===== config.mk =====
export PLATFORM = sky130hd
export DESIGN_NAME = store_align
export DESIGN_NICKNAME = d
export VERILOG_FILES = /design/src/rtl/lsu_pkg.sv /design/src/rtl/store_align.sv
export SDC_FILE = /design/constraint.sdc
export NUM_CORES = 1
export LEC_CHECK = 0
export BUFFER_PORTS_ARGS = -buffer_cell sky130_fd_sc_hd__clkbuf_2
export CORE_MARGIN = 4
export CORE_UTILIZATION = 27
export DETAILED_ROUTE_END_ITERATION = 6
export PLACE_DENSITY = 0.91
export SYNTH_ARGS = -nofsm -noshare
export SYNTH_HDL_FRONTEND = slang
export SYNTH_SLANG_ARGS = --single-unit
export TNS_END_PERCENT = 20

===== constraint.sdc =====
create_clock -name vclk -period 1.75
set_clock_uncertainty 0.05 [all_clocks]
set_input_delay 0.2625 -clock vclk [all_inputs]
set_output_delay 0.2625 -clock vclk [all_outputs]
set_load 0.02 [all_outputs]

===== src/rtl/lsu_pkg.sv =====
package lsu_pkg;

    localparam int DATA_W    = 32;
    localparam int ADDR_W    = 32;
    localparam int RAM_IDX_W = 10; // 1024 words, 4 KB window
    localparam int UPPER_W   = ADDR_W - RAM_IDX_W - 2;

    // funct3 encodings of the load/store width
    typedef enum logic [2:0] {
        LSU_B  = 3'b000,
        LSU_H  = 3'b001,
        LSU_W  = 3'b010,
        LSU_BU = 3'b100,
        LSU_HU = 3'b101
    } lsu_size_e;

    typedef struct packed {
        logic [UPPER_W-1:0]   upper;    // ignored by the memory, so accesses wrap
        logic [RAM_IDX_W-1:0] word_idx;
        logic [1:0]           byte_off;
    } lsu_addr_fields_t;

    typedef union packed {
        logic [ADDR_W-1:0] raw;
        lsu_addr_fields_t  fields;
    } lsu_addr_u;

    typedef struct packed {
        logic              rd;
        logic              wr;
        lsu_size_e         size;
        lsu_addr_u         addr;
        logic [DATA_W-1:0] wdata;
    } lsu_req_t;

    typedef struct packed {
        logic                 we;
        logic [3:0]           be;
        logic [RAM_IDX_W-1:0] idx;
        logic [DATA_W-1:0]    data;
    } ram_wr_t;

    typedef struct packed {
        logic [1:0] byte_off;
        lsu_size_e  size;
        logic       ok;   // legal size and aligned
    } lane_sel_t;

endpackage


===== src/rtl/store_align.sv =====
`timescale 1ns/1ns

module store_align (
    input  lsu_pkg::lsu_req_t  req,
    input  lsu_pkg::lane_sel_t sel,
    input  logic [3:0]         be,
    output lsu_pkg::ram_wr_t   wr_rec
);

    logic [lsu_pkg::DATA_W-1:0] lane_data;

    // low byte/half copied into every lane so be picks the one that lands
    always_comb begin
        case (sel.size)
            lsu_pkg::LSU_B, lsu_pkg::LSU_BU: lane_data = {4{req.wdata[7:0]}};
            lsu_pkg::LSU_H, lsu_pkg::LSU_HU: lane_data = {2{req.wdata[15:0]}};
            default:                         lane_data = req.wdata;
        endcase
    end

    // unsigned codes store like sb/sh
    assign wr_rec.we   = req.wr & sel.ok;
    assign wr_rec.be   = be;
    assign wr_rec.idx  = req.addr.fields.word_idx;
    assign wr_rec.data = lane_data;

endmodule


# Yosys cells after proc, flatten, opt, wreduce, memory -nomap -nowiden

Index checks and enable logic that the tools add are counted.

Word-level logic and storage cells: 8
Bits in registers: 0
Output and inout bits: 47

Muxes and demuxes: 1
Bitwise gates (word level): 1
Eq/ne operators: 3
Reductions and logical operators: 3

Operators by type and width:

| kind               | number |
|---|---|
| $pmux 32 s2        | 1 |
| $eq 3x3->1 const B | 2 |
| $reduce_or 2->1    | 2 |
| $eq 3x1->1 const B | 1 |
| $logic_not 3->1    | 1 |
| $and 1x1->1        | 1 |

# Depth between registers and ports, before layout

Depth after elaboration: 3
Mapped depth: 4
Mapped depth without buffers: 2

# Worst setup path before layout

OpenSTA, ideal clock, no wires.

Kind: input to output
Start point: input sel[2] in the netlist's numbering
End point: output wr_rec[29] in the netlist's numbering
Data arrival time: 1.049 ns
Data required time: 1.437 ns
Setup slack: 0.388 ns
Stages on the path: 3
Buffers on the path: 2
Cell sequence: buf_6 > buf_2 > o21ai_0

RTL lines:

| item        | RTL line         | RTL |
|---|---|---|
| from (decl) | store_align.sv:5 | `input lsu_pkg::lane_sel_t sel,` |
| to (decl)   | store_align.sv:7 | `output lsu_pkg::ram_wr_t wr_rec` |

==> run metrics <==
leakage 0.000470 µW; clock buffers 0; WL/cell 11.5 µm; worst hold slack 475 ps; Die Height 54.2 µm; Die W 54.2 µm; Syn Nets 147; antenna cells 0; final net count 195; run status completed; Vias/cell 4.32; setup violators final 0; Fill cells 219; startpoint class of the critical path primary input; Fin. Hold Viols 0; sequential group share of total power 0; vias in the first global route 537; Post-CTS Setup Bufs 0; # port buffers 69; Worst Hold Class primary input to output port; DR pass1 iterations 1; via count 609; DRT iter0 DRCs 0; GPL Wtd Cong 0.655; Pint 114 µW; remaining routing DRC violations 0; kind of critical path primary input to output port; Tot GR Track Use 0.0977; combinational share of power 1.000; Highest Clock Rate 0.674 GHz; Finished Cell Area 773 µm²; crit path DAT 1170 ps; starting density of the core 0.288; first-pass GRT wire length 2.26 mm; post-synth cell types 10; share of layout cells above drive strength 1 0.781; Power Dens Cells 337 mW/mm²; dpl hpwl 1.45 mm; Slew headroom 0.826; ANT nets after route 0; cts hold-fix bufs 0; DP Area 773 µm²; Switching Fraction 0.561; fin crit period 1480 ps; antenna violations before repair 0; largest net degree at the start of global routing 13; Synth Cell Area 576 µm²; worst IR drop on VDD 115 µV; WP data required 1440 ps; Mapped Cells 68; Critical Path End Type output port; Max Slew Vio Count 0; RSZ-0062 raised after global routing no; Slew @ Worst Pin 262 ps; FF+latch area 0 µm²; Net Sw Power 146 µW; final wirelength 1.63 mm; grt total ovfl 0; post-synth top area cell buf_4; Clk pwr share 0; Syn. warnings 0; Tcrit/Tclk final 0.848; area grow syn2layout 34.3%; I/O Pins 126; Pwr Total 261 µW; core area 0.00200 mm²; total number of sequential cells 0; top cell type's share of synthesized area 0.287; post_cts resized 0; most common library cells after synthesis buf_4 (22), mux2_2 (12), mux2i_1 (8), nand2_1 (8), o21ai_0 (8); max_cap viols 0; placement row count 16; DIE AREA 0.00293 mm²; count leader, synth buf_4; sequential share of the synthesized area 0; Crit Path Max Fanout 8; top post-synthesis cells by area buf_4 (29%), mux2_2 (23%), mux2i_1 (14%); Synth Area per Inst 8.46 µm²; setup TNS 0 ps
[layout make-up]
| cell class | count | area [µm²] | area share |
|---|---|---|---|
| well taps | 27 | 33.8 | 0.0437 |
| multi-input cells | 42 | 372 | 0.481 |
| repair buffers | 72 | 368 | 0.476 |
[final timing paths]
kind,startpoint,endpoint,slack [ps],cells after the start
min,req[34],wr_rec[32],480,0
max,sel[1],wr_rec[9],270,4
[logic make-up (layout without fill, tap and decap cells)]
kind of cell,count (synthesis),in the layout,synth area share
buf+inv,26,72,0.354
mux,24,24,0.478
compound gates,8,8,0.0696
simple gates,10,10,0.0978
[critical path, stage by stage]
cell and delay (ps):
clkbuf_2 190, nor2_8 200, mux2_2 350, clkbuf_2 160
[power groups by stage]
stage	combinational (µW)	clock [µW]	sequential (µW)
2_1_floorplan	221	0	0
3_3_place_gp	263	0	0
3_5_place_dp	264	0	0
4_1_cts	265	0	0
5_1_grt	284	0	0
6_report	261	0	0
[routing by layer]
| layer | GRT usage | part of all wire | vias up |
|---|---|---|---|
| li1 | - | - | 304 |
| met1 | 0.126 | 0.42 | 251 |
| met2 | 0.181 | 0.43 | 54 |
| met3 | 0.00831 | 0.15 | 0 |
| met4 | 0.00415 | 0 | 0 |
| met5 | 0 | 0 | - |
[cell usage in the layout, fill, tap and decap left out]
cell type and count:
clkbuf_2 69, mux2_2 12, mux2i_1 8, nand2_1 8
o21ai_0 8, mux2_4 4, buf_4 3, nor2_8 1
and2_1 1
[stage by stage]
| step | util | instances | setup WS, ps |
|---|---|---|---|
| 6_report | 0.386 | 141 | 266 |
| 5_1_grt | 0.386 | 141 | 197 |
| 4_1_cts | 0.386 | 141 | 234 |
| 3_5_place_dp | 0.386 | 141 | 236 |
| 3_3_place_gp | 0.386 | 141 | 233 |
| 2_1_floorplan | - | 68 | 388 |
(Power assumes the default switching activity.)
