**src/rtl/lsu_pkg.sv**
```systemverilog
package lsu_pkg;

    localparam int DATA_W    = 32;
    localparam int ADDR_W    = 32;
    localparam int RAM_IDX_W = 10; // 1024 words, 4 KB window
    localparam int UPPER_W   = ADDR_W - RAM_IDX_W - 2;

    // funct3 encodings of the load/store width
    typedef enum logic [2:0] {
        LSU_B  = 3'b000,
        LSU_H  = 3'b001,
        LSU_W  = 3'b010,
        LSU_BU = 3'b100,
        LSU_HU = 3'b101
    } lsu_size_e;

    typedef struct packed {
        logic [UPPER_W-1:0]   upper;    // ignored by the memory, so accesses wrap
        logic [RAM_IDX_W-1:0] word_idx;
        logic [1:0]           byte_off;
    } lsu_addr_fields_t;

    typedef union packed {
        logic [ADDR_W-1:0] raw;
        lsu_addr_fields_t  fields;
    } lsu_addr_u;

    typedef struct packed {
        logic              rd;
        logic              wr;
        lsu_size_e         size;
        lsu_addr_u         addr;
        logic [DATA_W-1:0] wdata;
    } lsu_req_t;

    typedef struct packed {
        logic                 we;
        logic [3:0]           be;
        logic [RAM_IDX_W-1:0] idx;
        logic [DATA_W-1:0]    data;
    } ram_wr_t;

    typedef struct packed {
        logic [1:0] byte_off;
        lsu_size_e  size;
        logic       ok;   // legal size and aligned
    } lane_sel_t;

endpackage

```
**src/rtl/load_extend.sv**
```systemverilog
`timescale 1ns/1ns

module load_extend (
    input  logic                       rd,
    input  logic [lsu_pkg::DATA_W-1:0] rd_word,
    input  lsu_pkg::lane_sel_t         sel,
    output logic [lsu_pkg::DATA_W-1:0] rdata
);

    logic [lsu_pkg::DATA_W-1:0] lane;

    assign lane = rd_word >> {sel.byte_off, 3'b000}; // addressed byte to bit 0

    always_comb begin
        rdata = '0;
        if (rd && sel.ok) begin
            case (sel.size)
                lsu_pkg::LSU_B:  rdata = {{24{lane[7]}}, lane[7:0]};
                lsu_pkg::LSU_H:  rdata = {{16{lane[15]}}, lane[15:0]};
                lsu_pkg::LSU_W:  rdata = lane;
                lsu_pkg::LSU_BU: rdata = {24'd0, lane[7:0]};
                lsu_pkg::LSU_HU: rdata = {16'd0, lane[15:0]};
                default:         rdata = '0;
            endcase
        end
    end

endmodule

```
**config.mk**
```make
export PLATFORM = sky130hd
export DESIGN_NAME = load_extend
export DESIGN_NICKNAME = d
export VERILOG_FILES = /design/src/rtl/lsu_pkg.sv /design/src/rtl/load_extend.sv
export SDC_FILE = /design/constraint.sdc
export NUM_CORES = 1
export LEC_CHECK = 0
export ABC_AREA = 1
export BUFFER_PORTS_ARGS = -buffer_cell sky130_fd_sc_hd__buf_2
export CAP_MARGIN = 0
export CORE_MARGIN = 10
export CORE_UTILIZATION = 49
export DETAILED_ROUTE_END_ITERATION = 8
export PLACE_DENSITY = 0.87
export REMOVE_ABC_BUFFERS = 1
export SETUP_SLACK_MARGIN = 0.02
export SYNTH_ARGS = -nofsm -noshare
export SYNTH_HDL_FRONTEND = slang
export SYNTH_SLANG_ARGS = --single-unit
```
**constraint.sdc**
```tcl
create_clock -name vclk -period 1.85
set_input_delay 0.185 -clock vclk [all_inputs]
set_output_delay 0.185 -clock vclk [all_outputs]
set_load 0.05 [all_outputs]
```
After elaboration in Yosys (flattened, before gate mapping):

Cells that the tools add are included.
W data, S select, Z words.

* eq/ne operators: 4
* shifts and indexed selects: 1
* multiplexer cells: 2
* reduce and logical (&&, ||, !) cells: 2

Operators with widths (count)
* $pmux W32 S5: 1
* $mux W32: 1
* $shr A32 B5 Y32: 1
* $eq A3 B3 Y1 const B: 2
* $eq A3 B1 Y1 const B: 1
* $eq A3 B2 Y1 const B: 1
* $logic_not A3 Y1: 1
* $logic_and A1 B1 Y1: 1

* register bits: 0
* word-level logic and storage cells: 9
* output and inout bits: 32
* bits of input ports: 39

Logic depth before layout (Yosys ltp):

* word-level depth: 3
* depth in mapped cells: 10
* depth with buffers taken out: 7

Worst setup path after synthesis:

No wires, ideal clock.

* kind: input to output
* start point: input port sel[2] in the netlist's numbering
* end point: output port rdata[10] in the netlist's numbering
* path buffers: 2
* slack: 96 ps
* stages on the path: 5
* arrival: 1569 ps
* required time: 1665 ps
* cells stage by stage: buf_6 > nor3_2 > nand3_2 > buf_4 > a21oi_1

* cells in the longest elaborated chain, start to end: 3
* elaborated cells on any way between the ends: 7
* classes of those cells: 4 x eq/ne; 2 x mux; 1 x reduce/logical

RTL lines
* start: declaration: line load_extend.sv:6 `input lsu_pkg::lane_sel_t sel,`
* $eq A3 B3 Y1 (tied with other cells): line load_extend.sv:17 `case (sel.size)`
* $pmux W32 S5 *: line load_extend.sv:17
* $mux W32 *: line load_extend.sv:16 `if (rd && sel.ok) begin`
* end: declaration: line load_extend.sv:7 `output logic [lsu_pkg::DATA_W-1:0] rdata`

Mark *: on every way between the ends. The rest lies on a longest branch, timed or not.

Final worst setup path:

* start point: input port sel[1] in the netlist's numbering
* end point: output port rdata[23] in the netlist's numbering

The elaborated chain is that of the path after synthesis.

==> metrics list <==
* Outcome: finished, final reports clean
- The floorplan step set the die height to 67.8 µm.
- Xor/xnor share of the synthesized area: 0%
- Slowest stage delay, CP: 0.25 ns
- Post_cts resized: 0
* Detailed-router iteration count before antenna repair: 4
* Number of post-CTS setup repair buffers: 0
- The worst hold path belongs to the class primary input to output port.
* Synth cell count leaders: 96 x sky130_fd_sc_hd__nand2_1, 35 x sky130_fd_sc_hd__nand3_1, 17 x sky130_fd_sc_hd__inv_1
* Iteration-0 DRC count of the detailed router: 110
* Number of routed nets with antenna violations: 0
- At the worst endpoint, the required time is 1.66 ns.
* Sequential share of power: 0%
- The most critical setup path has its startpoint at sel[1].
- In this run the tightest slew margin relative to its limit is 69.9%.
- # diodes: 0
- Power per cell area: 242 mW/mm²
- Switching Power: 238 µW
- Synthesis handed over a netlist of 223 instances.
- The critical path contains buffers and inverters numbering 3 combined.
* Vias: 1546
* CP delay by family, top: simple AND/OR/NAND/NOR gates
- Most frequent cell after synthesis: sky130_fd_sc_hd__nand2_1
* Area of the die: 0.00460 mm²
- The floorplan has 17 rows.
* Worst-case hold slack: 0.875 ns
- After detailed routing, the average wire length per cell comes to 12.1 µm.
* Most area-hungry cell type in the Yosys netlist: sky130_fd_sc_hd__nand2_1
- Switching power as a share of total power: 67.6%
- In this run the standard cell core region covers 0.00219 mm².
- The HPWL after detailed placement is 3100 µm.
- PortBufs: 71
* Area added between synthesis and finish: 29.7%
- After the last flow step, the layout net total stands at 327.
- In the finished layout, the clock tree contains a buffer count of 0.
* GR Layer Usage met3: 3.26%
* Sum of overflow across all layers after global routing: 0
* Power after layout: 352 µW
* Met2 routing resource usage after global routing: 27.3%
* Arr. time, crit path: 1.42 ns
* Top cells by area in the synthesized netlist: sky130_fd_sc_hd__nand2_1 32%, sky130_fd_sc_hd__nand3_1 16%, sky130_fd_sc_hd__nand3_2 13%, sky130_fd_sc_hd__buf_6 7.0%, sky130_fd_sc_hd__inv_1 5.7%
- Mapped cell area: 0.00112 mm²
- Routing usage on met1: 20.5%
- Max cap viols: 0
* Antenna violations before repair: 0
- After detailed routing, the number of remaining DRC violations is 0.
* Count of pins on the block boundary: 71
- Worst-case vdd ir drop: 0.146 mV
- Overall routed net length: 3790 µm
- Clock network power share: 0%
- Largest family of logic cells by synthesized area: simple AND/OR/NAND/NOR gates
- The sequential cells in the finished layout cover a total of 0 µm².
- Global routing used 15.7% of the available tracks.
- Fill cells in the final layout number 243.
- Combinational share of power: 100.0%
- Share of cells above drive strength 1: 37.1%
* Crit Path Class: primary input to output port
* DP Cell Count: 314
* Post-detailed-route via-to-cell ratio: 4.92
- Static timing analysis puts the maximum clock frequency at 622 MHz.
* Critical path's slowest cell: sky130_fd_sc_hd__buf_2
* Number of cells on the critical path: 9
- Setup repair after global routing left no endpoint under its margin.
- Internal cell power: 114 µW
- Entering global routing, the biggest net connects 25 pins.
- STA classifies the critical path startpoint as a primary input.
- Prior to clock tree synthesis, the placed netlist has a worst setup slack of 0.249 ns.
* CTS Hold Buffers Added: 0
- Starting utilization of the core area: 51.2%
* Fraction of the mapped netlist area in simple logic gates: 73.3%
* CP Cell Sequence: buf_2, nor2_4, nand2_2, nor2_4, nand2_1, nand3_2, nand2_1, inv_1, buf_2
* Number of hold violations in the final report: 0
* Capturing element type of the critical path: output port
* First-pass GRT wire length: 6150 µm
- Measured against the total synthesized area, the mux share comes to 0%.
- The synthesized netlist contains 20 unique library cells.
- Setup violations remaining at the end of the flow were counted as 0.
* P_leak: 1.03 nW
- After synthesis, the largest area contributor takes up 32.1% of total cell area.
- For the finished layout, the period the worst path requires is 1.61 ns.
* Busiest metal layer after global routing: met2
- Routability-driven placement congestion ratio: 0.898
- Synth Area in Compound Gates: 8.26%
- The synthesized netlist devotes 0% of its cell area to adder and majority cells.
* Sequential cell area fraction in the yosys report: 0%
- The via count of the first global-routing pass is 1434.
- FF+latch count: 0
- Filler-free cell count of the finished design: 314
* Worst setup path endpoint: rdata[23]
- For this run, the number of Yosys warnings is 0.
- Transition at the pin with the smallest max-transition slack: 0.452 ns
- In the post-route analysis, the smallest setup slack over all paths is 0.242 ns.
- Of the available clock period, the critical path in the final layout requires 86.9%.
* Die outline width: 67.8 µm
* Crit-path max FO: 9
- The total count of max-transition violations in the final report was 0.
* Synth Area per Inst: 5.03 µm²
## tightest hold or removal path: stages
cell and delay, ns:
sky130_fd_sc_hd__buf_2 0.09, sky130_fd_sc_hd__nand2_1 0.05, sky130_fd_sc_hd__nand3_1 0.05, sky130_fd_sc_hd__o21ai_1 0.07, sky130_fd_sc_hd__nor2_1 0.04, sky130_fd_sc_hd__buf_2 0.20
## cell families after synthesis
| logic type | count (synthesis) |
|---|---|
| compound gates | 17 |
| buf+inv | 36 |
| simple gates | 170 |
## placed cells by master (no fill, tap or decap)
| master | count |
|---|---|
| sky130_fd_sc_hd__inv_4 | 2 |
| sky130_fd_sc_hd__nor2_1 | 16 |
| sky130_fd_sc_hd__nor3_2 | 1 |
| sky130_fd_sc_hd__nand3_1 | 35 |
| sky130_fd_sc_hd__nand2_1 | 96 |
| sky130_fd_sc_hd__buf_12 | 1 |
| sky130_fd_sc_hd__nand2_2 | 4 |
| sky130_fd_sc_hd__buf_2 | 71 |
| sky130_fd_sc_hd__a21oi_1 | 8 |
| sky130_fd_sc_hd__o21ai_1 | 6 |
| sky130_fd_sc_hd__clkinv_1 | 1 |
| sky130_fd_sc_hd__inv_2 | 1 |
| sky130_fd_sc_hd__buf_4 | 6 |
| sky130_fd_sc_hd__o21ai_2 | 2 |
| sky130_fd_sc_hd__inv_1 | 17 |
| sky130_fd_sc_hd__nor2_4 | 3 |
| sky130_fd_sc_hd__o21ai_0 | 1 |
| sky130_fd_sc_hd__nand3_2 | 14 |
| sky130_fd_sc_hd__nand3_4 | 1 |
## power groups by stage
| stage | Combinational, mW | Sequential, mW | Clock (mW) |
|---|---|---|---|
| 2_1_floorplan | 0.223 | 0 | 0 |
| 3_3_place_gp | 0.347 | 0 | 0 |
| 3_5_place_dp | 0.351 | 0 | 0 |
| 4_1_cts | 0.352 | 0 | 0 |
| 5_1_grt | 0.387 | 0 | 0 |
| 6_report | 0.352 | 0 | 0 |
## worst min path at each step
| stage | depth (start not counted) | from | end |
|---|---|---|---|
| 2_1_floorplan | 3 | sel[5] | rdata[7] |
| 6_report | 6 | rd_word[3] | rdata[3] |
| 4_1_cts | 6 | rd_word[3] | rdata[3] |
| 5_1_grt | 4 | sel[0] | rdata[9] |
| 3_3_place_gp | 6 | rd_word[0] | rdata[0] |
| 3_5_place_dp | 6 | rd_word[3] | rdata[3] |
## metal layers
| metal | routed length, µm | up-vias |
|---|---|---|
| met5 | 0 | - |
| met4 | 0 | 0 |
| met3 | 467 | 0 |
| met2 | 1710 | 67 |
| met1 | 1620 | 647 |
| li1 | - | 832 |
## area by class of cell
class              instances  area, µm²  share of cell area [%]
multi-input cells        187        915                    62.9
inverters                 21       83.8                    5.77
repair buffers            78        420                    28.9
well taps                 28       35.0                    2.41
## stage by stage
| stage | util, % | setup TNS (ns) | area (µm²) |
|---|---|---|---|
| global route | 66.4 | 0 | 1450 |
| floorplan | - | -1.00 | 998 |
| finish | 66.4 | 0 | 1450 |
| global placement | 66.4 | 0 | 1450 |
| CTS | 66.4 | 0 | 1450 |
| detailed placement | 66.4 | 0 | 1450 |
No activity file was read; power rests on OpenSTA's default activity.
