File: config.mk
export PLATFORM = sky130hd
export DESIGN_NAME = lsu_ctrl
export DESIGN_NICKNAME = d
export VERILOG_FILES = /design/src/rtl/lsu_pkg.sv /design/src/rtl/lsu_ctrl.sv
export SDC_FILE = /design/constraint.sdc
export NUM_CORES = 1
export LEC_CHECK = 0
export BUFFER_PORTS_ARGS = -buffer_cell sky130_fd_sc_hd__buf_2
export CORE_ASPECT_RATIO = 0.75
export CORE_MARGIN = 2
export CORE_UTILIZATION = 30
export DETAILED_ROUTE_END_ITERATION = 8
export GPL_TIMING_DRIVEN = 0
export HOLD_SLACK_MARGIN = 0.05
export PLACE_DENSITY = 0.67
export SETUP_SLACK_MARGIN = 0.3
export SLEW_MARGIN = 20
export SYNTH_ARGS = -nofsm -noshare
export SYNTH_HDL_FRONTEND = slang
export SYNTH_SLANG_ARGS = --single-unit
File: constraint.sdc
create_clock -name clk -period 1.8 [get_ports clk]
set_input_delay 0.27 -clock clk [delete_from_list [all_inputs] [get_ports clk]]
set_output_delay 0.27 -clock clk [all_outputs]
set_load 0.005 [all_outputs]
File: src/rtl/lsu_pkg.sv
package lsu_pkg;

    localparam int DATA_W    = 32;
    localparam int ADDR_W    = 32;
    localparam int RAM_IDX_W = 10; // 1024 words, 4 KB window
    localparam int UPPER_W   = ADDR_W - RAM_IDX_W - 2;

    // funct3 encodings of the load/store width
    typedef enum logic [2:0] {
        LSU_B  = 3'b000,
        LSU_H  = 3'b001,
        LSU_W  = 3'b010,
        LSU_BU = 3'b100,
        LSU_HU = 3'b101
    } lsu_size_e;

    typedef struct packed {
        logic [UPPER_W-1:0]   upper;    // ignored by the memory, so accesses wrap
        logic [RAM_IDX_W-1:0] word_idx;
        logic [1:0]           byte_off;
    } lsu_addr_fields_t;

    typedef union packed {
        logic [ADDR_W-1:0] raw;
        lsu_addr_fields_t  fields;
    } lsu_addr_u;

    typedef struct packed {
        logic              rd;
        logic              wr;
        lsu_size_e         size;
        lsu_addr_u         addr;
        logic [DATA_W-1:0] wdata;
    } lsu_req_t;

    typedef struct packed {
        logic                 we;
        logic [3:0]           be;
        logic [RAM_IDX_W-1:0] idx;
        logic [DATA_W-1:0]    data;
    } ram_wr_t;

    typedef struct packed {
        logic [1:0] byte_off;
        lsu_size_e  size;
        logic       ok;   // legal size and aligned
    } lane_sel_t;

endpackage

File: src/rtl/lsu_ctrl.sv
`timescale 1ns/1ns

module lsu_ctrl (
    input  logic                      clk,
    input  logic                      rst_n,
    input  lsu_pkg::lsu_req_t         req,
    output lsu_pkg::lane_sel_t        sel,
    output logic [3:0]                be,
    output logic                      fault,
    output logic [lsu_pkg::ADDR_W-1:0] fault_addr,
    output logic                      fault_valid
);

    logic [1:0] byte_off;
    logic [3:0] lane_be;
    logic       ok;

    assign byte_off = req.addr.fields.byte_off;

    always_comb begin
        lane_be = 4'b0000;
        ok      = 1'b0;
        case (req.size)
            lsu_pkg::LSU_B, lsu_pkg::LSU_BU: begin
                lane_be = 4'b0001;
                ok      = 1'b1; // any offset is fine for a byte
            end
            lsu_pkg::LSU_H, lsu_pkg::LSU_HU: begin
                lane_be = 4'b0011;
                ok      = ~byte_off[0];
            end
            lsu_pkg::LSU_W: begin
                lane_be = 4'b1111;
                ok      = (byte_off == 2'b00);
            end
            default: begin
                lane_be = 4'b0000;
                ok      = 1'b0; // undefined funct3
            end
        endcase
    end

    assign be    = ok ? (lane_be << byte_off) : 4'b0000;
    assign fault = (req.rd | req.wr) & ~ok;

    assign sel.byte_off = byte_off;
    assign sel.size     = req.size;
    assign sel.ok       = ok;

    // sticky record of the latest faulting access
    always_ff @(posedge clk or negedge rst_n) begin
        if (!rst_n) begin
            fault_addr  <= '0;
            fault_valid <= 1'b0;
        end else if (fault) begin
            fault_addr  <= req.addr.raw;
            fault_valid <= 1'b1;
        end
    end

endmodule

Yosys cells after proc, flatten, opt, wreduce, memory -nomap -nowiden:

Index checks and enable logic that the tools add are counted.

* bits of input ports: 71
* logic and storage cells: 18
* register bits after elaboration: 33
* output and inout bits: 44

* bitwise operators: 4
* reduce and logical (&&, ||, !) cells: 4
* equality and inequality tests: 4
* mux-type cells: 3
* shifts and indexed selects: 1

Operators by type and width (count)
* case mux 4 bit (3 select lines): 1
* equality test 3 bit (second input constant): 2
* two-way mux 4 bit: 1
* OR reduction 2 bit: 2
* << shifter 4 x 2 -> 4 bit: 1
* equality test 3 x 1 -> 1 bit (second input constant): 1
* equality test 3 x 2 -> 1 bit (second input constant): 1
* zero test 3 bit: 1
* case mux 1 bit (3 select lines): 1
* zero test 2 bit: 1
* NOT 1 bit: 2
* bitwise AND 1 bit: 1
* bitwise OR 1 bit: 1

Logic depth before layout (Yosys ltp):

Gate-level depths: netlist (run 1).

* depth in word-level cells: 5
* gate-level depth with buffers: 6
* mapped depth without buffers: 3

Worst setup path before layout (run 1):

OpenSTA, ideal clock, no wires.

* path kind: input port to flip-flop
* from: in req[32] in the netlist's numbering
* to: reg fault_addr[0] in the netlist's numbering
* library setup time: 0.125 ns
* data required time: 1.675 ns
* path slack: 0.221 ns
* stages: 6
* path buffers: 3
* arrival time: 1.454 ns
* path through: buf_6 o31a_1 o221a_1 buf_6 buf_12 mux2_4

* cells in the longest elaborated chain, start to end: 4
* elaborated cells on any way between the ends: 5
* those cells by class: 1 x mux; 3 x bitwise; 1 x reduce/logical

RTL lines
* start: declaration: line lsu_ctrl.sv:6 `input lsu_pkg::lsu_req_t req,`
* zero test 2 bit / NOT 1 bit (equally long branches): line lsu_ctrl.sv:34, lsu_ctrl.sv:30
* case mux 1 bit (3 select lines): line lsu_ctrl.sv:23 `case (req.size)`
* NOT 1 bit: line lsu_ctrl.sv:44 `assign fault = (req.rd | req.wr) & ~ok;`
* bitwise AND 1 bit: line lsu_ctrl.sv:44
* end signal: assignment: line lsu_ctrl.sv:56 `fault_addr <= req.addr.raw;`
* end: declaration: line lsu_ctrl.sv:10 `output logic [lsu_pkg::ADDR_W-1:0] fault_addr,`

Parallel ways exist; a longest one is shown, timed or not.
A chain may end at the register's enable or synchronous reset.

Worst setup path after layout (run 1):

* from: in req[66] in the netlist's numbering
* to: out fault

* cells in the longest elaborated chain, start to end: 5
* elaborated cells on any way between the ends: 10
* those cells by class: 4 x eq/ne; 1 x mux; 2 x bitwise; 3 x reduce/logical

RTL lines
* equality test 3 x 1 -> 1 bit, or another cell as far along: line lsu_ctrl.sv:23
* OR reduction 2 bit: line lsu_ctrl.sv:23
* case mux 1 bit (3 select lines) *: line lsu_ctrl.sv:23
* NOT 1 bit *: line lsu_ctrl.sv:44
* bitwise AND 1 bit *: line lsu_ctrl.sv:44
* end: declaration: line lsu_ctrl.sv:9 `output logic fault,`

Mark *: on every way between the ends. The rest lies on a longest branch, timed or not.

==> flow_metrics.tcl, run 1 <==
set metrics [dict create \
    detail_route.wirelength_um 3170 \
    fin_crit_ps 1500 \
    cpMaxStageDelayCell "o31a_1" \
    fmax_mhz 668 \
    cts.sinks 33 \
    p_leak_uw 0.00115 \
    drive_above_1_share_pct 73.7 \
    maxSlewHeadroom_pct 53.3 \
    end_kind "primary output" \
    clock_path_buffers 2 \
    tightestPinTransition_ps 701 \
    gr-total-overflow 0 \
    antenna_found_initial 0 \
    setup_viol_count_final 0 \
    via_per_inst 4.48 \
    antenna_cells 0 \
    numCtsBuffers 5 \
    fin_nets 260 \
    pwr_density_cell_mw_per_mm2 956 \
    drc 0 \
    path_buf_inv 4 \
    critPathLaunch "req[66]" \
    fillers 467 \
    fin_crit_sh_pct 83.1 \
    cp_max_fo 2 \
    postSynthAreaPerCell_um2 16.3 \
    ant_nets 0 \
    rsz0062_at_grt "yes" \
    grt_pass1_vias 1094 \
    wl_per_cell_um 12.7 \
    cp_cell_sequence "buf_8 > o31a_1 > o221a_1 > buf_6 > buf_12 > buf_6" \
    peakVddDrop_uv 355 \
    grtUsageTotal_pct 11.6 \
    port_buffers 81 \
    maxCapViolations 0 \
    clk_latency_ps 270 \
    p_total_uw 2130 \
    path_depth 6 \
    ff2ff_setup_slack_ps 1030 \
    drt_iter0_drc 28 \
    cts.clk_slew.worst_paths_ps 70 \
    path_class "in -> out" \
    r2r_cells 1 \
    grt_max_degree 34 \
    fin_tns_setup_ps 0 \
    htree_levels 2 \
    clock-skew-final_ps 0 \
    via_count 1121 \
    post-dp-hpwl_um 2300 \
    critPathRequiredTime_ps 1530 \
    ys_ff_latch 33 \
    yosysWarnings 0 \
    crit_family "compound AO/OA/AOI/OAI gates" \
    die_w_um 86.9 \
    globalplace.congestion 0.778 \
    arrival_ps 1230 \
    start_util_pct 31.4 \
    status "complete, no violations" \
    grt_pass1_wl_um 5150 \
    core-area_mm2 0.00493 \
    reg2reg_from "fault_addr[8]$_DFFE_PN0P_" \
    die-area_mm2 0.00575 \
    drv_slew 0 \
    hp-class "in -> async" \
    clock-root-buffer "clkbuf_8" \
    cts_tree "built" \
    die_h_um 66.2 \
    finalHoldViolCount 0 \
    path_common_cell "buf_6" \
    max_stage_delay_ps 300 \
    crit_path_end "fault" \
    ys_seq_area_share_pct 53.4 \
    startpoint_type "input port" \
    netlist_instances 95 \
    rows 22 \
    syn-cell-area_mm2 0.00155 \
    synth_fp_nets 166 \
    drt_first_pass_iters 4 \
    boundaryPins 115 \
    ys_types 21 \
    syn_to_final_growth_pct 44.2 \
    reg2reg_to "fault_addr[8]$_DFFE_PN0P_" \
]
-- per-stage QoR --
step | setup slack, ps | utilization (%) | instances | hold WS [ps] | area [µm²]
after floorplan | 279 | - | 95 | -25.6 | 1550
after global placement | 135 | 41.2 | 236 | 371 | 2030
after detailed placement | 120 | 41.2 | 236 | 379 | 2030
after CTS | 288 | 44.9 | 250 | 79.9 | 2210
after global routing | 270 | 45.3 | 250 | 102 | 2230
final | 304 | 45.3 | 250 | 40.3 | 2230
-- state kept, by name, summed over array words and instances (netlist names) --
register / flops
fault_addr: 32
fault_valid: 1
-- cell usage after synthesis --
cell type	count	area, µm²
nand3b_1	1	7.51
dfrtp_1	33	826
a21oi_1	1	5.00
nor3b_1	1	7.51
or2_1	1	6.26
buf_6	2	22.5
mux2_2	4	45.0
o21ai_0	2	10.0
or3_1	1	6.26
o221a_1	1	11.3
nor3_1	2	10.0
o21a_1	2	15.0
mux2_4	28	420
buf_4	6	45.0
a211oi_1	1	7.51
or2_2	1	6.26
nand2b_1	2	12.5
o31ai_1	1	7.51
o31a_1	1	8.76
nor2b_1	1	6.26
buf_12	3	60.1
-- report_power, final --
part	switching [µW]	total [µW]	internal (µW)
clock	248	699	451
sequential	57.0	913	856
combinational	180	519	339
-- metal layers --
metal	share of wire, %	GRT usage [%]	vias up
met5	0	0	-
met4	0.44	2.93	0
met3	9.9	4.37	3
met2	43	18.2	57
met1	46	15.2	540
li1	-	-	521
-- how the worst min path moves through the flow --
| stage | start | end | slack, ps | depth (start not counted) |
|---|---|---|---|---|
| 2_1_floorplan | rst_n | fault_addr[0]$_DFFE_PN0P_ | -30 | 0 |
| 6_report | rst_n | fault_addr[8]$_DFFE_PN0P_ | 40 | 1 |
| 4_1_cts | rst_n | fault_addr[14]$_DFFE_PN0P_ | 80 | 1 |
| 3_5_place_dp | rst_n | fault_addr[29]$_DFFE_PN0P_ | 380 | 1 |
| 3_3_place_gp | rst_n | fault_addr[29]$_DFFE_PN0P_ | 370 | 1 |
| 5_1_grt | rst_n | fault_addr[29]$_DFFE_PN0P_ | 100 | 1 |
-- area by class of cell --
class	instances	area [µm²]	area share, %
Multi-Input combinational cell	51	608	27.3
Clock buffer	7	86.3	3.87
Clock inverter	1	30.0	1.35
Buffer	11	131	5.89
Timing Repair Buffer	87	473	21.2
Tap cell	60	75.1	3.37
Sequential cell	33	826	37.0
-- cell families (layout without fill, tap and decap cells) --
logic type | Yosys count | count (layout) | share of synthesized area [%]
AOI/OAI and AO/OA | 9 | 9 | 4.21
buffers and inverters | 11 | 106 | 8.25
DFF | 33 | 33 | 53.4
muxes | 32 | 32 | 30.1
and+or+nand+nor | 10 | 10 | 4.05
-- cells in the final DEF (no fill, tap or decap) --
master	count
clkbuf_8	6
buf_12	3
o31a_1	1
mux2_4	28
o21ai_0	2
o221a_1	1
nand2b_1	1
buf_6	3
buf_8	2
mux2_2	4
nand3b_1	1
o21a_1	2
or2_1	1
nand2b_4	1
dfrtp_1	33
or2_4	1
o31ai_1	1
a21oi_1	1
nor2b_1	1
nor3_1	2
buf_4	12
a211oi_1	1
bufinv_16	1
buf_2	78
clkbuf_1	1
or3_1	1
nor3b_2	1
-- repair_timing --
action                                  in CTS  in global routing
hold buffers                                 0                  0
gates resized for setup                      6                  3
pin swaps                                    2                  2
gates cloned                                 0                  0
endpoints found under the setup margin       1                 16
setup buffers                                6                  0
Note: power is estimated with default switching activity, not from simulation.
==> inputs of run 2 (changes only) <==
--- a/config.mk
+++ b/config.mk
@@ -5,6 +5,7 @@
 export SDC_FILE = /design/constraint.sdc
 export NUM_CORES = 1
 export LEC_CHECK = 0
+export ABC_AREA = 1
 export BUFFER_PORTS_ARGS = -buffer_cell sky130_fd_sc_hd__buf_2
 export CORE_ASPECT_RATIO = 0.75
 export CORE_MARGIN = 2
==> constraint.sdc (replaced) <==
create_clock -name clk -period 1.4 [get_ports clk]
set_input_delay 0.21 -clock clk [delete_from_list [all_inputs] [get_ports clk]]
set_output_delay 0.21 -clock clk [all_outputs]
set_load 0.005 [all_outputs]
==> run 2 against run 1 <==
  * Count of clock-buffer cells in the layout unchanged
  * Core utilization up 2.2 points
  * Final cell count increased by 35%
  * Power up 22%
  * Sequential share of layout area is 1.3 points lower
  * Global-route usage increased by 4.0 points
  * Largest cell class unchanged
  * Synthesized cell count increased by 85%
  * Routed wire length increased by 30%
  * Flip-flop and latch count unchanged
  * Die area fell by 2.0%
  * Clock power up 32%
==> flow_metrics.tcl, run 2 <==
set metrics [dict create \
    detail_route.wirelength_um 4110 \
    port_buffers 82 \
    gr-total-overflow 0 \
    cts.clk_slew.worst_paths_ps 70 \
    drv_slew 0 \
    globalplace.congestion 0.755 \
    synth-edff-count 0 \
    htree_levels 2 \
    fin_area_mm2 0.00231 \
    hold_ws_ps 178 \
    grt_pass1_vias 1509 \
    maxCapViolations 0 \
    crit_path_end "be[3]" \
    clk_latency_ps 270 \
    hp-class "in -> reg" \
    regMostFlops "fault_addr" \
    antenna_cells 0 \
    finalHoldViolCount 0 \
    p_leak_uw 0.00130 \
    yosysWarnings 0 \
    status "complete, no violations" \
    syn_to_final_growth_pct 52.6 \
    tightestPinTransition_ps 461 \
    ant_nets 0 \
    fin_crit_sh_pct 82.4 \
    grtUsageTotal_pct 15.7 \
    rows 22 \
    p_int_uw 1930 \
    core-area_mm2 0.00487 \
    largest_reg_flops 32 \
    ys_types 15 \
    grt_pass1_wl_um 6910 \
    ys_seq_area_share_pct 54.5 \
    dpl_cell_area_mm2 0.00200 \
    layout_commonest_cell "buf_2" \
    pwr_density_cell_mw_per_mm2 1130 \
    critPathRequiredTime_ps 1190 \
    cp_max_fo 4 \
    start_util_pct 31.1 \
    fin_ws_ps 247 \
    peakVddDrop_uv 417 \
    synth_top_area_share_pct 54.5 \
    gr-usage-met3_pct 4.27 \
    drive_above_1_share_pct 46.9 \
    rsz0062_at_grt "yes" \
    drt_iter0_drc 90 \
    comb_power_share_pct 21.0 \
    pwr-share-clk_pct 35.5 \
    grt_max_degree 34 \
    wl_per_cell_um 12.2 \
    die-area_mm2 0.00564 \
    final_cell_mix "buf_2, nand2_1, dfrtp_1" \
    dp_slack_ps -58.0 \
    numCtsBuffers 5 \
    cts.sinks 33 \
    switching_share_pct 26.2 \
    sequentialPowerShare_pct 43.6 \
    reg2reg_to "fault_addr[5]$_DFFE_PN0P_" \
    setup_viol_count_final 0 \
    clock-root-buffer "clkbuf_8" \
    via_count 1554 \
    maxSlewHeadroom_pct 69.3 \
    fmax_mhz 867 \
    drc 0 \
    postSynthAreaPerCell_um2 8.60 \
    synth.top_cells.by_count "nand2_1, dfrtp_1, nand4_1" \
    met1_usage_pct 21.1 \
    antenna_found_initial 0 \
    cts_tree "built" \
    boundaryPins 115 \
    grt_use_met2_pct 24.8 \
    fin_crit_ps 1150 \
    clock-skew-final_ps 0 \
    ys_ff_latch 33 \
    synth_top_area_cell "dfrtp_1" \
    switchingPower_uw 682 \
    die_w_um 86.0 \
    path_class "in -> out" \
    die_h_um 65.5 \
    grt-busiest-layer "met2" \
    clock_path_buffers 2 \
    synth.most_common_cell "nand2_1" \
    synth_fp_nets 247 \
    reg2reg_from "fault_addr[5]$_DFFE_PN0P_" \
    critPathLaunch "req[66]" \
    end_kind "primary output" \
    ff2ff_setup_slack_ps 780 \
    via_per_inst 4.61 \
    syn-cell-area_mm2 0.00151 \
    startpoint_type "input port" \
    ys_top_cells_by_area "dfrtp_1, nand2_1, nand4_1" \
    fin_nets 347 \
    r2r_cells 2 \
    synth_ff_type "dfrtp_1" \
    fillers 522 \
    netlist_instances 176 \
    synthArstFlopShare_pct 100 \
    top_regs "fault_addr: 32 flops, fault_valid: 1 flops" \
    drt_first_pass_iters 4 \
    arrival_ps 940 \
    final_core_util_pct 47.4 \
    post-dp-hpwl_um 2840 \
]
run 2: how the worst min path moves through the flow:
stage          startpoint                          to  slack [ps]  cells after the start
2_1_floorplan       rst_n   fault_addr[0]$_DFFE_PN0P_         -90                      0
3_3_place_gp        rst_n   fault_addr[3]$_DFFE_PN0P_         320                      1
3_5_place_dp        rst_n   fault_addr[3]$_DFFE_PN0P_         320                      1
4_1_cts           req[43]  fault_addr[11]$_DFFE_PN0P_         170                      3
5_1_grt           req[39]   fault_addr[7]$_DFFE_PN0P_         180                      3
6_report          req[40]   fault_addr[8]$_DFFE_PN0P_         180                      3
run 2: through the flow:
step | TNS, ps | power (µW) | instances
4_1_cts | 0 | 2630 | 335
2_1_floorplan | 0 | 1380 | 176
6_report | 0 | 2610 | 337
5_1_grt | 0 | 2770 | 337
3_3_place_gp | -60.2 | 1640 | 318
3_5_place_dp | -58.0 | 1640 | 318
run 2: cell families (layout without fill, tap and decap cells):
family	Yosys count	count (layout)	synth area share, %
buf+inv	26	127	8.68
flops	33	33	54.5
simple gates	113	113	34.7
compound gates	4	4	2.07
run 2: power by group through the flow:
stage                     clock network (µW)  logic, µW  registers (µW)
final                                    924        547            1140
after global routing                     997        623            1150
after CTS                                949        545            1140
after detailed placement                   0        491            1150
after global placement                     0        485            1150
after floorplan                            0        213            1170
run 2: metal layers:
metal  vias up  routed length [µm]
li1        782                   -
met1       720                1980
met2        48                1850
met3         4                 264
met4         0                  23
met5         -                   0
run 2: area by class of cell:
class                           instances  area, µm²  area share [%]
Buffer                                 18        110            4.77
Clock buffer                            7       86.3            3.74
Clock inverter                          1       30.0            1.30
Inverter                                8       37.5            1.63
Multi-Input combinational cell        117        609            26.4
Sequential cell                        33        826            35.8
Tap cell                               60       75.1            3.25
Timing Repair Buffer                   93        536            23.2
run 2: timing repair:
| action | CTS | global route |
|---|---|---|
| resized for setup | 25 | 11 |
| pin swaps | 6 | 5 |
| endpoints found under the setup margin | 5 | 43 |
| hold endpoints to repair | 33 | 0 |
| buffers inserted | 8 | 2 |
| hold buffers | 1 | 0 |
run 2: worst max-delay path, stage by stage:
cell and delay, ps:
buf_6 100, nor2_4 130, nand3_4 120, nand2_4 100
nand2_4 50, a21oi_2 100, buf_2 120
